--- src/verilog/sys_id_pkg.sv ---
/*
  Shared definitions of the system identification subsystem
  Bus request and response structs, address map, identification constants
*/
package sys_id_pkg;

////////////////////////////////////////////////////////////////////////////
// Bus geometry
////////////////////////////////////////////////////////////////////////////

localparam int ADDR_W     = 32;            // Request address width
localparam int DATA_W     = 32;            // Bus data width
localparam int SLOT_OFS_W = 6;             // 64 bytes per slot
localparam int SLOT_SEL_W = 3;             // Slot field above the offset
localparam int NUM_BANKS  = 3;             // Scratch banks
localparam int NUM_SLOTS  = NUM_BANKS + 1; // ID slot plus banks

// Scratch bank layout
localparam int SCR_WORDS = 4;
localparam int SCR_IDX_W = 2; // Word index, offset bits 3:2

////////////////////////////////////////////////////////////////////////////
// Identification values
////////////////////////////////////////////////////////////////////////////

localparam int DNA_W = 57; // Device serial number

localparam logic [DATA_W-1:0] BOARD_ID  = {28'h0, 4'h1}; // Board type 1
localparam logic [DATA_W-1:0] USER_FUSE = 32'h0123_4567;
// Word i sits at bits 32*i up
localparam logic [5*DATA_W-1:0] GIT_HASH =
  160'h9e1c_4b27_d03a_58f6_7c21_e4b9_a06d_3f85_12ce_b7a4;

// DNA port sequencing
localparam int                   DNA_CNT_W       = 9;
localparam int                   DNA_DIV_W       = 3;      // Port clock is count/8
localparam logic [DNA_CNT_W-1:0] DNA_READ_END    = 9'd10;  // Load phase length
localparam logic [DNA_CNT_W-1:0] DNA_SHIFT_START = 9'd18;
localparam logic [DNA_CNT_W-1:0] DNA_DONE_CNT    = 9'd465;

// Identification slot offsets
localparam logic [SLOT_OFS_W-1:0] OFS_ID     = 6'h00;
localparam logic [SLOT_OFS_W-1:0] OFS_FUSE   = 6'h08;
localparam logic [SLOT_OFS_W-1:0] OFS_DNA_LO = 6'h10;
localparam logic [SLOT_OFS_W-1:0] OFS_DNA_HI = 6'h14; // Bit 31 busy
localparam logic [SLOT_OFS_W-1:0] OFS_GITH0  = 6'h20;
localparam logic [SLOT_OFS_W-1:0] OFS_GITH1  = 6'h24;
localparam logic [SLOT_OFS_W-1:0] OFS_GITH2  = 6'h28;
localparam logic [SLOT_OFS_W-1:0] OFS_GITH3  = 6'h2C;
localparam logic [SLOT_OFS_W-1:0] OFS_GITH4  = 6'h3C; // Not contiguous

typedef struct packed {
  logic [ADDR_W-1:0] addr;
  logic [DATA_W-1:0] wdata;
  logic              wen;   // One-cycle write strobe
  logic              ren;   // One-cycle read strobe
} bus_req_t;

typedef struct packed {
  logic [DATA_W-1:0] rdata;
  logic              ack;
  logic              err;   // Unmapped slot
} bus_rsp_t;

endpackage
--- src/verilog/sys_id_top.sv ---
/*
  System identification top level
  Splitter, identification slot, generated scratch banks and joiner
*/
`timescale 1ns/100ps

module sys_id_top (
  input  logic                 bus,
  input  logic                 rst_n,
  input  sys_id_pkg::bus_req_t req,
  output sys_id_pkg::bus_rsp_t rsp,
  output logic                 dna_clk,
  output logic                 dna_read,
  output logic                 dna_shift,
  input  logic                 dna_dout
);

sys_id_pkg::bus_req_t slot_req [sys_id_pkg::NUM_SLOTS];
sys_id_pkg::bus_rsp_t slot_rsp [sys_id_pkg::NUM_SLOTS];
logic                 miss; // Unmapped request in flight

////////////////////////////////////////////////////////////////////////////
// Request fan-out
////////////////////////////////////////////////////////////////////////////

bus_split bus_split_inst (
  .bus      (bus),
  .rst_n    (rst_n),
  .req      (req),
  .slot_req (slot_req),
  .miss     (miss)
);

// Slot 0
id_regs id_regs_inst (
  .bus       (bus),
  .rst_n     (rst_n),
  .req       (slot_req[0]),
  .rsp       (slot_rsp[0]),
  .dna_clk   (dna_clk),
  .dna_read  (dna_read),
  .dna_shift (dna_shift),
  .dna_dout  (dna_dout)
);

// Slots 1 up
for (genvar b = 0; b < sys_id_pkg::NUM_BANKS; b++) begin : g_bank
  scratch_bank scratch_bank_inst (
    .bus   (bus),
    .rst_n (rst_n),
    .req   (slot_req[b+1]),
    .rsp   (slot_rsp[b+1])
  );
end

////////////////////////////////////////////////////////////////////////////
// Response merge
////////////////////////////////////////////////////////////////////////////

bus_join bus_join_inst (
  .bus      (bus),
  .rst_n    (rst_n),
  .slot_rsp (slot_rsp),
  .miss     (miss),
  .rsp      (rsp)
);

endmodule

--- src/verilog/bus_join.sv ---
/*
  Registered response collector
  Merges slot responses, turns a delayed miss into an error response
*/
`timescale 1ns/100ps

module bus_join (
  input  logic                 bus,
  input  logic                 rst_n,
  input  sys_id_pkg::bus_rsp_t slot_rsp [sys_id_pkg::NUM_SLOTS],
  input  logic                 miss,
  output sys_id_pkg::bus_rsp_t rsp
);

logic [sys_id_pkg::NUM_SLOTS-1:0] acks;
logic [sys_id_pkg::DATA_W-1:0]    sel_data; // Data of the acking slot
logic                             miss_q;   // Lines miss up with slot acks
logic                             ack_q;
logic                             err_q;
logic [sys_id_pkg::DATA_W-1:0]    rdata_q;

// AND-OR mux, at most one slot acks
always_comb begin
  sel_data = '0;
  for (int s = 0; s < sys_id_pkg::NUM_SLOTS; s++) begin
    acks[s] = slot_rsp[s].ack;
    if (slot_rsp[s].ack)
      sel_data = sel_data | slot_rsp[s].rdata;
  end
end

////////////////////////////////////////////////////////////////////////////
// Response stage
////////////////////////////////////////////////////////////////////////////

always_ff @(posedge bus or negedge rst_n) begin
  if (!rst_n) begin
    miss_q <= 1'b0;
    ack_q  <= 1'b0;
    err_q  <= 1'b0;
  end else begin
    miss_q <= miss;
    ack_q  <= (|acks) | miss_q;
    err_q  <= miss_q;
  end
end

always_ff @(posedge bus) begin
  rdata_q <= miss_q ? '0 : sel_data; // Zero data on error
end

always_comb begin
  rsp.rdata = rdata_q;
  rsp.ack   = ack_q;
  rsp.err   = err_q;
end

// Slots answer one request at a time
a_one_ack: assert property (@(posedge bus) disable iff (!rst_n)
  $onehot0(acks));

endmodule

--- src/verilog/bus_split.sv ---
/*
  Registered address decoder
  Fans one request out to the slots, flags unmapped slots as miss
*/
`timescale 1ns/100ps

module bus_split (
  input  logic                 bus,
  input  logic                 rst_n,
  input  sys_id_pkg::bus_req_t req,
  output sys_id_pkg::bus_req_t slot_req [sys_id_pkg::NUM_SLOTS],
  output logic                 miss
);

logic [sys_id_pkg::SLOT_SEL_W-1:0] sel;
logic [sys_id_pkg::NUM_SLOTS-1:0]  sel_hot;  // Decoded slot, zero on a hole
logic [sys_id_pkg::NUM_SLOTS-1:0]  wen_q;
logic [sys_id_pkg::NUM_SLOTS-1:0]  ren_q;
logic [sys_id_pkg::SLOT_OFS_W-1:0] ofs_q;
logic [sys_id_pkg::DATA_W-1:0]     wdata_q;

assign sel = req.addr[sys_id_pkg::SLOT_OFS_W +: sys_id_pkg::SLOT_SEL_W];

always_comb begin
  for (int s = 0; s < sys_id_pkg::NUM_SLOTS; s++)
    sel_hot[s] = (sel == s);
end

////////////////////////////////////////////////////////////////////////////
// Request stage
////////////////////////////////////////////////////////////////////////////

always_ff @(posedge bus or negedge rst_n) begin
  if (!rst_n) begin
    wen_q <= '0;
    ren_q <= '0;
    miss  <= 1'b0;
  end else begin
    wen_q <= sel_hot & {sys_id_pkg::NUM_SLOTS{req.wen}};
    ren_q <= sel_hot & {sys_id_pkg::NUM_SLOTS{req.ren}};
    miss  <= (req.wen | req.ren) & ~(|sel_hot); // Slot past the map
  end
end

// Shared payload, only the strobes are per slot
always_ff @(posedge bus) begin
  if (req.wen | req.ren) begin
    ofs_q   <= req.addr[sys_id_pkg::SLOT_OFS_W-1:0];
    wdata_q <= req.wdata;
  end
end

always_comb begin
  for (int s = 0; s < sys_id_pkg::NUM_SLOTS; s++) begin
    slot_req[s].addr  = {{(sys_id_pkg::ADDR_W-sys_id_pkg::SLOT_OFS_W){1'b0}}, ofs_q};
    slot_req[s].wdata = wdata_q;
    slot_req[s].wen   = wen_q[s];
    slot_req[s].ren   = ren_q[s];
  end
end

a_one_slot: assert property (@(posedge bus) disable iff (!rst_n)
  $onehot0(wen_q | ren_q));
a_miss_alone: assert property (@(posedge bus) disable iff (!rst_n)
  miss |-> ((wen_q | ren_q) == '0));

endmodule

--- src/verilog/scratch_bank.sv ---
/*
  Scratch register slot, four read/write words
*/
`timescale 1ns/100ps

module scratch_bank (
  input  logic                 bus,
  input  logic                 rst_n,
  input  sys_id_pkg::bus_req_t req,
  output sys_id_pkg::bus_rsp_t rsp
);

logic [sys_id_pkg::DATA_W-1:0]    regs [sys_id_pkg::SCR_WORDS];
logic [sys_id_pkg::SCR_IDX_W-1:0] idx;
logic                             rsvd;
logic                             ack_q;
logic [sys_id_pkg::DATA_W-1:0]    rdata_q;

// Word select and reserved range from 0x10 up
assign idx  = req.addr[2 +: sys_id_pkg::SCR_IDX_W];
assign rsvd = |req.addr[sys_id_pkg::SLOT_OFS_W-1:2+sys_id_pkg::SCR_IDX_W];

always_ff @(posedge bus or negedge rst_n) begin
  if (!rst_n) begin
    regs  <= '{default: '0};
    ack_q <= 1'b0;
  end else begin
    ack_q <= req.wen | req.ren; // One ack per strobe
    if (req.wen && !rsvd)
      regs[idx] <= req.wdata;
  end
end

// Read data, zero in the reserved range
always_ff @(posedge bus) begin
  if (req.ren)
    rdata_q <= rsvd ? '0 : regs[idx];
end

always_comb begin
  rsp.rdata = rdata_q;
  rsp.ack   = ack_q;
  rsp.err   = 1'b0;
end

// Host never issues read and write together
a_no_dual_strobe: assert property (@(posedge bus) disable iff (!rst_n)
  !(req.wen && req.ren));

endmodule

--- src/verilog/id_regs.sv ---
/*
  Identification register slot
  Board ID, user fuse, device serial number with busy flag, source hash
*/
`timescale 1ns/100ps

module id_regs (
  input  logic                 bus,
  input  logic                 rst_n,
  input  sys_id_pkg::bus_req_t req,
  output sys_id_pkg::bus_rsp_t rsp,
  output logic                 dna_clk,
  output logic                 dna_read,
  output logic                 dna_shift,
  input  logic                 dna_dout
);

logic [sys_id_pkg::DNA_W-1:0]      dna_value;
logic                              dna_done;
logic [sys_id_pkg::SLOT_OFS_W-1:0] ofs;
logic                              ack_q;
logic [sys_id_pkg::DATA_W-1:0]     rdata_q;

dna_reader dna_reader_inst (
  .bus       (bus),
  .rst_n     (rst_n),
  .dna_dout  (dna_dout),
  .dna_clk   (dna_clk),
  .dna_read  (dna_read),
  .dna_shift (dna_shift),
  .dna_value (dna_value),
  .dna_done  (dna_done)
);

assign ofs = req.addr[sys_id_pkg::SLOT_OFS_W-1:0]; // Already slot-relative

// Ack any strobe, writes are dropped
always_ff @(posedge bus or negedge rst_n) begin
  if (!rst_n)
    ack_q <= 1'b0;
  else
    ack_q <= req.wen | req.ren;
end

////////////////////////////////////////////////////////////////////////////
// Read mux
////////////////////////////////////////////////////////////////////////////

always_ff @(posedge bus) begin
  if (req.ren) begin
    case (ofs)
      sys_id_pkg::OFS_ID:     rdata_q <= sys_id_pkg::BOARD_ID;
      sys_id_pkg::OFS_FUSE:   rdata_q <= sys_id_pkg::USER_FUSE;
      sys_id_pkg::OFS_DNA_LO: rdata_q <= dna_value[31:0];
      sys_id_pkg::OFS_DNA_HI: rdata_q <= {~dna_done,                       // Busy
                                          {(sys_id_pkg::DATA_W - sys_id_pkg::DNA_W
                                            + 31){1'b0}},
                                          dna_value[sys_id_pkg::DNA_W-1:32]};
      sys_id_pkg::OFS_GITH0:  rdata_q <= sys_id_pkg::GIT_HASH[32*0 +: 32];
      sys_id_pkg::OFS_GITH1:  rdata_q <= sys_id_pkg::GIT_HASH[32*1 +: 32];
      sys_id_pkg::OFS_GITH2:  rdata_q <= sys_id_pkg::GIT_HASH[32*2 +: 32];
      sys_id_pkg::OFS_GITH3:  rdata_q <= sys_id_pkg::GIT_HASH[32*3 +: 32];
      sys_id_pkg::OFS_GITH4:  rdata_q <= sys_id_pkg::GIT_HASH[32*4 +: 32];
      default:                rdata_q <= '0; // Holes read zero
    endcase
  end
end

always_comb begin
  rsp.rdata = rdata_q;
  rsp.ack   = ack_q;
  rsp.err   = 1'b0; // Every offset in this slot is mapped
end

// Ack only follows a strobe one cycle earlier
a_ack_after_strobe: assert property (@(posedge bus) disable iff (!rst_n)
  rsp.ack |-> $past(req.wen | req.ren));

endmodule

--- src/verilog/dna_reader.sv ---
/*
  Startup sequencer for the external device serial number chip
  Loads the DNA register, then shifts 57 bits in MSB first
*/
`timescale 1ns/100ps

module dna_reader (
  input  logic                         bus,
  input  logic                         rst_n,
  input  logic                         dna_dout,
  output logic                         dna_clk,
  output logic                         dna_read,
  output logic                         dna_shift,
  output logic [sys_id_pkg::DNA_W-1:0] dna_value,
  output logic                         dna_done
);

logic [sys_id_pkg::DNA_CNT_W-1:0] cnt; // Sequence position
logic                             sample;

// One sample per port clock period, frozen when finished
assign sample = (cnt[sys_id_pkg::DNA_DIV_W-1:0] == '0) && !dna_done;

////////////////////////////////////////////////////////////////////////////
// Port control
////////////////////////////////////////////////////////////////////////////

always_ff @(posedge bus or negedge rst_n) begin
  if (!rst_n) begin
    cnt       <= '0;
    dna_clk   <= 1'b0;
    dna_read  <= 1'b1; // Load from power-up
    dna_shift <= 1'b0;
    dna_done  <= 1'b0;
  end else begin
    if (!dna_done)
      cnt <= cnt + 1'b1; // Stops for good once done

    dna_clk   <= cnt[sys_id_pkg::DNA_DIV_W-1];         // Divided port clock
    dna_read  <= (cnt < sys_id_pkg::DNA_READ_END);     // Load pulse
    dna_shift <= (cnt > sys_id_pkg::DNA_SHIFT_START);  // Shift after load settles

    if (cnt > sys_id_pkg::DNA_DONE_CNT)
      dna_done <= 1'b1;
  end
end

////////////////////////////////////////////////////////////////////////////
// Serial capture
////////////////////////////////////////////////////////////////////////////

// More samples than bits, so early junk falls off the top
always_ff @(posedge bus) begin
  if (sample)
    dna_value <= {dna_value[sys_id_pkg::DNA_W-2:0], dna_dout}; // MSB first
end

endmodule

--- config.mk ---
export PLATFORM = sky130hd
export DESIGN_NAME = sys_id_top
export DESIGN_NICKNAME = d
export VERILOG_FILES = /design/src/verilog/sys_id_pkg.sv /design/src/verilog/sys_id_top.sv /design/src/verilog/bus_join.sv /design/src/verilog/bus_split.sv /design/src/verilog/scratch_bank.sv /design/src/verilog/id_regs.sv /design/src/verilog/dna_reader.sv
export SDC_FILE = /design/constraint.sdc
export NUM_CORES = 1
export LEC_CHECK = 0
export BUFFER_PORTS_ARGS = -buffer_cell sky130_fd_sc_hd__buf_2
export CAP_MARGIN = 40
export CORE_ASPECT_RATIO = 1.25
export CORE_MARGIN = 5
export CORE_UTILIZATION = 56
export DETAILED_ROUTE_END_ITERATION = 6
export PLACE_DENSITY = 0.87
export SYNTH_ARGS = -nofsm -noshare
export SYNTH_HDL_FRONTEND = slang
export SYNTH_SLANG_ARGS = --single-unit
export TNS_END_PERCENT = 30
--- constraint.sdc ---
create_clock -name bus -period 5.6 [get_ports bus]
set_input_delay 0.28 -clock bus [delete_from_list [all_inputs] [get_ports bus]]
set_output_delay 0.28 -clock bus [all_outputs]
set_load 0.02 [all_outputs]
* Yosys cells after proc, flatten, opt, wreduce, memory -nomap -nowiden
Index checks and enable logic that the tools add are counted.
** Operators by class
- $add $sub $neg :: 1
- $lt $le $gt $ge :: 5
- Equal/unequal tests :: 11
- Multiplexer cells :: 19
- Bitwise logic cells :: 15
- Reductions and logical operators :: 13
** Operators by type and width (count)
- $bwmux W128 :: 3
- $mux W32 :: 11
- $pmux W32 S9 :: 1
- $bmux W32 S2 :: 3
- $or A32 B32 Y32 :: 3
- $demux W32 S2 :: 1
- $eq A6 B6 Y1 const B :: 5
- $eq A6 B5 Y1 const B :: 2
- $add A9 B1 Y9 const B :: 1
- $gt A9 B5 Y1 const B :: 1
- $gt A9 B9 Y1 const B :: 1
- $lt A9 B4 Y1 const B :: 1
- $and A4 B4 Y4 :: 2
- $reduce_or A4 Y1 :: 2
- $eq A3 B2 Y1 const B :: 2
- $eq A6 B4 Y1 const B :: 1
- $logic_not A3 Y1 :: 2
- $logic_not A6 Y1 :: 1
- $or A1 B1 Y1 :: 6
- $logic_and A1 B1 Y1 :: 5
- $eq A3 B1 Y1 const B :: 1
- $ge A3 B3 Y1 const B :: 1
- $lt A3 B1 Y1 const B :: 1
- $not A2 Y3 :: 1
- 4 further kinds :: 6
** Word-level totals
- Bits in registers :: 668
- Bits of input ports :: 69
- Word-level logic and storage cells :: 99

* Longest topological paths before layout
- Word-level depth :: 7
- Gate-level depth with buffers :: 7
- Depth with buffers taken out :: 4

* Modules after synthesis
Synthesis repeated with hierarchy kept, for this count alone.
** Second synthesis, totals
- Cells, all modules :: 1868
- Area total of the unflattened synthesis :: 29285.6 um^2
** By module, submodules not included
- scratch_bank :: instances 3, cells an instance 387, area an instance 6782.8 um^2, sequential area each 4189.0 um^2
- bus_split :: instances 1, cells an instance 276, area an instance 3106.7 um^2, sequential area each 1366.3 um^2
- dna_reader :: instances 1, cells an instance 109, area an instance 2308.5 um^2, sequential area each 2038.2 um^2
- id_regs :: instances 1, cells an instance 166, area an instance 1806.7 um^2, sequential area each 985.9 um^2
- bus_join :: instances 1, cells an instance 156, area an instance 1715.4 um^2, sequential area each 715.7 um^2

* Worst setup path after synthesis
No wires, ideal clock.
- Kind :: register to register
- Start :: register id_regs_inst.dna_reader_inst.cnt[0] (netlist bit)
- End :: register id_regs_inst.dna_reader_inst.dna_value[0] (netlist bit), enable pin
- Library setup time :: 554 ps
- Arrival time :: 4803 ps
- Required time :: 5046 ps
- Setup slack :: 243 ps
- Cell stages (with the launch flop) :: 4
- Buffers on the path :: 0
- Clock period less this slack :: 5357 ps
- Cell sequence :: dfrtp_1 > inv_1 > ha_1 > nor3b_1
** Between the ends
- Longest elaborated chain between the ends :: 2
** Ends and longest elaborated chain
- from (decl) :: line dna_reader.sv:18 : logic [sys_id_pkg::DNA_CNT_W-1:0] cnt;
- from (signal assigned) :: line dna_reader.sv:37 : cnt <= cnt + 1'b1;
- $logic_not A3 Y1 :: line dna_reader.sv:22 : assign sample = (cnt[sys_id_pkg::DNA_DIV_W-1:0] == '0) && !dna_done;
- $logic_and A1 B1 Y1 :: line dna_reader.sv:22
- net id_regs_inst.dna_reader_inst.sample :: line dna_reader.sv:19 : logic sample;
- to (signal assigned) :: line dna_reader.sv:55 : dna_value <= {dna_value[sys_id_pkg::DNA_W-2:0], dna_dout};
- to (decl) :: line dna_reader.sv:14 : output logic [sys_id_pkg::DNA_W-1:0] dna_value,
The timed path passes the listed nets, and every way through them passes these cells.
A chain may end at the register's enable or synchronous reset.

* Final worst setup path
- Start :: register bus_split_inst.ofs_q[3] (netlist bit)
- End :: register g_bank[2].scratch_bank_inst.regs[5] (netlist bit)
** Between the ends
- Longest elaborated chain between the ends :: 6
- Elaborated cells between the ends (all ways) :: 7
** Ends and longest elaborated chain
- from (decl) :: line bus_split.sv:19 : logic [sys_id_pkg::SLOT_OFS_W-1:0] ofs_q;
- from (signal assigned) :: line bus_split.sv:48 : ofs_q <= req.addr[sys_id_pkg::SLOT_OFS_W-1:0];
- $not A2 Y3 (implied by the code) * :: line scratch_bank.sv:30 : regs[idx] <= req.wdata;
- $ge A3 B3 Y1 (implied by the code) / $lt A3 B1 Y1 (equally long branches) :: line scratch_bank.sv:30
- $logic_and A1 B1 Y1 (implied by the code) :: line scratch_bank.sv:30
- $mux W32 (implied by the code) :: line scratch_bank.sv:30
- $demux W32 S2 * :: line scratch_bank.sv:30
- $bwmux W128 * :: line scratch_bank.sv:30
- to (signal, indexed assignment) :: line scratch_bank.sv:30
- to (decl) :: line scratch_bank.sv:13 : logic [sys_id_pkg::DATA_W-1:0] regs [sys_id_pkg::SCR_WORDS];
Every way passes the cells marked *; elsewhere a longest branch is shown, timed or not.

==> qor.csv <==
stage,metric,value,unit
placement,post-DP HPWL,35.49,mm
timing,final setup TNS,0,ns
grt,number of global-route vias before repair,16430,
route,Pre-Repair DR Iteration Count,6,
die,# rows,90,
pwr,sequential power share,52.7,%
timing,Final period util,66.52,%
timing,Slew Limit Fails,0,
die,Initial Utilization,56.65,%
synth,synth warn,0,
clock_tree,Sink Count,668,
worst_setup_path,most used cell along the critical path,buf_4,
run,maxcap violations,0,
synth,synthesized net count,1742,
worst_setup_path,slowest cell on the critical path,buf_4,
clock_tree,H-tree levels,2,
synth,Post-synth EDFFs,223,
synth,syn avg cell area,16.39,sq um
layout,layout cells sized above 1,38.59,%
layout,"most common cell after layout, fill and taps aside",dfrtp_1,
placement,GP Congestion,0.8485,
worst_setup_path,critical path type,reg2reg,
route,Via density,6.184,
pwr,Pwr Total,0.01081,W
layout,Register Area,17680,sq um
timing,RSZ-0062 raised after global routing,no,
clock_tree,CTS tree,built,
worst_setup_path,WP depth,6,
synth,Yosys cell types,58,
clock_tree,CTS resizes,0,
clock_tree,clk buf depth,3,
synth,"FF+latch count, synth",668,
clock_tree,clock root cell,clkbuf_16,
clock_tree,worst-skew pair later-pin latency,0.63,ns
die,total core area,48310,sq um
layout,fillers,3175,
route,via count,15120,
timing,Worst Tran Pin Value,1.050,ns
grt,initial antenna violation count,3,
synth,Mapped Area,27370,sq um
die,io pins,106,
pwr,Combinational Power Share,8.8,%
layout,Ant. Diodes,0,
timing,Final Hold Viols,0,
die,die footprint,53420,sq um
route,drt total wl,62.47,mm
route,DRT iter0 DRCs,1522,
worst_setup_path,crit-path cells,"buf_4, buf_4, and2_1, and3_2, buf_4, mux2_2",
layout,fin nets,1821,
route,# DRC,0,
placement,PortBufs,82,
timing,Rel. slew slack,30.00,%
placement,placed cell areas,28230,sq um
grt,total gr overflow,0,
timing,Tmin final,3.725,ns
pwr,Psw,0.002477,W
die,Die Ht,257.2,um
worst_setup_path,Worst Reg-to-Reg Cells,6,
die,DIE WIDTH,207.7,um
grt,All-Layer GR Usage,23.58,%
min_path,min-delay worst type,in2async,
worst_setup_path,"Largest delay share family, worst path",buffers and inverters,
grt,pin count of the biggest net entering global routing,192,
run_status,outcome,finished clean,
synth,"Seq/Total Area, Yosys",64.58,%
clock_tree,Clock transition at path regs,0.06,ns
pwr,cell-internal power,0.008332,W
pwr,switching share of power,22.92,%
pwr,Power Dens Cells,351.8,nW/um^2
timing,maximum clock frequency,268.4,MHz
synth,ys flop type,dfrtp_1,
timing,final setup violation count,0,
clock_tree,TritonCTS buffer count,60,
pwr,Clock Power Share,38.6,%
worst_setup_path,"Max FO, Critical Path",56,
timing,post-route clock skew,0.02640,ns
worst_setup_path,"Data required, critical path",6.08,ns
layout,Area Overhead vs Synth,12.27,%
layout,most frequent cells in the layout,"dfrtp_1, mux2_2, edfxtp_1",
synth,Async SR Flop Fraction,61.83,%
grt,first-pass GRT wire length,97.84,mm
route,post-DR wirelength/cell,25.55,um
pwr,Static Leakage,13.38,nW
layout,final instance area,30720,sq um
worst_setup_path,CP Launch Type,flip-flop,
worst_setup_path,crit end category,flip-flop,
worst_setup_path,CP arrival,4.21,ns
worst_setup_path,"Largest stage delay, worst path",0.79,ns
layout,Multi-input gate area,8987,sq um
clock_tree,# Post-CTS Setup Buffers,0,
worst_setup_path,CP bufs+invs,3,
route,Antenna Nets Post-Route,0,
pwr,maximum vdd drop,0.2398,mV
synth,post-synthesis cell count,1670,
-- state kept, by name, summed over array words and instances (netlist names), 3 cells and up --
register,cells
g_bank.scratch_bank_inst.regs,384
bus_split_inst.ofs_q,6
bus_split_inst.wdata_q,32
g_bank.scratch_bank_inst.rdata_q,96
id_regs_inst.dna_reader_inst.dna_value,57
id_regs_inst.rdata_q,32
id_regs_inst.dna_reader_inst.cnt,9
bus_split_inst.ren_q,4
bus_join_inst.rdata_q,32
g_bank.scratch_bank_inst.ack_q,3
bus_split_inst.wen_q,4
-- what timing repair did --
| item | in CTS | in global routing |
|---|---|---|
| endpoints found under the setup margin | 0 | 0 |
| hold endpoints to repair | 151 | 0 |
| hold buffers | 47 | 0 |
-- power by group through the flow --
stage	Combinational (W)	Clock, W	Sequential, W
floorplan	0.000702	0	0.00566
global placement	0.000869	0	0.00574
detailed placement	0.000923	0	0.00578
CTS	0.000958	0.00422	0.00569
global route	0.00103	0.00443	0.00573
finish	0.000947	0.00417	0.00569
-- final timing paths --
kind	start	to	slack (ns)
hold reg to reg	bus_split_inst.miss	bus_join_inst.miss_q	0.35
max in group asynchronous	rst_n	g_bank[1].scratch_bank_inst.regs[91]	3.72
hold / removal	rst_n	g_bank[2].scratch_bank_inst.regs[39]	0.33
setup reg to reg	bus_split_inst.ofs_q[3]	g_bank[2].scratch_bank_inst.regs[5]	1.87
min in group bus	bus_split_inst.miss	bus_join_inst.miss_q	0.35
setup / recovery	bus_split_inst.ofs_q[3]	g_bank[2].scratch_bank_inst.regs[5]	1.87
-- cell families after synthesis --
| kind of cell | count (synthesis) | synth area share, % |
|---|---|---|
| AO/OA/AOI/OAI | 143 | 3.726 |
| AND/OR/NAND/NOR | 214 | 4.764 |
| flip-flops | 668 | 64.58 |
| buffers and inverters | 151 | 2.720 |
| XOR/XNOR | 9 | 0.2880 |
| multiplexers | 482 | 23.78 |
| adder cells (fa/ha/maj) | 3 | 0.1372 |
-- worst reg2reg max path, stage by stage (launching register included) --
cell and delay, ns:
edfxtp_1 0.35, buf_4 0.49, buf_4 0.81, and2_1 0.39, and3_2 0.66, buf_4 0.47, mux2_2 0.41
-- per-stage QoR --
step	cells	utilization (%)	hold slack (ns)	setup slack, ns
2_1_floorplan	1670	-	-0.01559	0.2432
3_5_place_dp	2284	58.45	0.3404	1.983
5_1_grt	2445	63.60	0.3469	1.820
4_1_cts	2445	63.60	0.3340	1.937
3_3_place_gp	2280	58.31	0.3375	2.068
6_report	2445	63.60	0.3259	1.875
-- synth_stat cells, drive strengths merged, types with 9 or more instances --
master	n	share of area, %
a22oi	65	1.8
clkbuf	69	0.95
nand3	26	0.53
dfxtp	32	2.3
mux4	96	7.9
mux2	386	16
and3	9	0.21
and2	101	2.3
nor3	11	0.22
dfrtp	412	38
a221o	15	0.55
nand2	11	0.15
a21oi	38	0.69
edfxtp	223	24
buf	76	1.7
nor2	19	0.32
-- per-layer routing --
layer	track usage, %	vias up	share of wire (%)
li1	-	6372	-
met3	4.873	149	8.1
met2	38.89	668	49
met5	0	-	0.050
met4	8.031	4	3.6
met1	31.82	7928	39
-- layout make-up --
class                           count  share of cell area (%)
Sequential cell                   668                   57.53
Multi-Input combinational cell    851                   29.25
Clock buffer                       97                   5.999
Timing Repair Buffer              162                   3.950
Tap cell                          644                   2.623
Clock inverter                     17                  0.5701
Inverter                            6                 0.07330
Power figures use the tool's default switching activity.
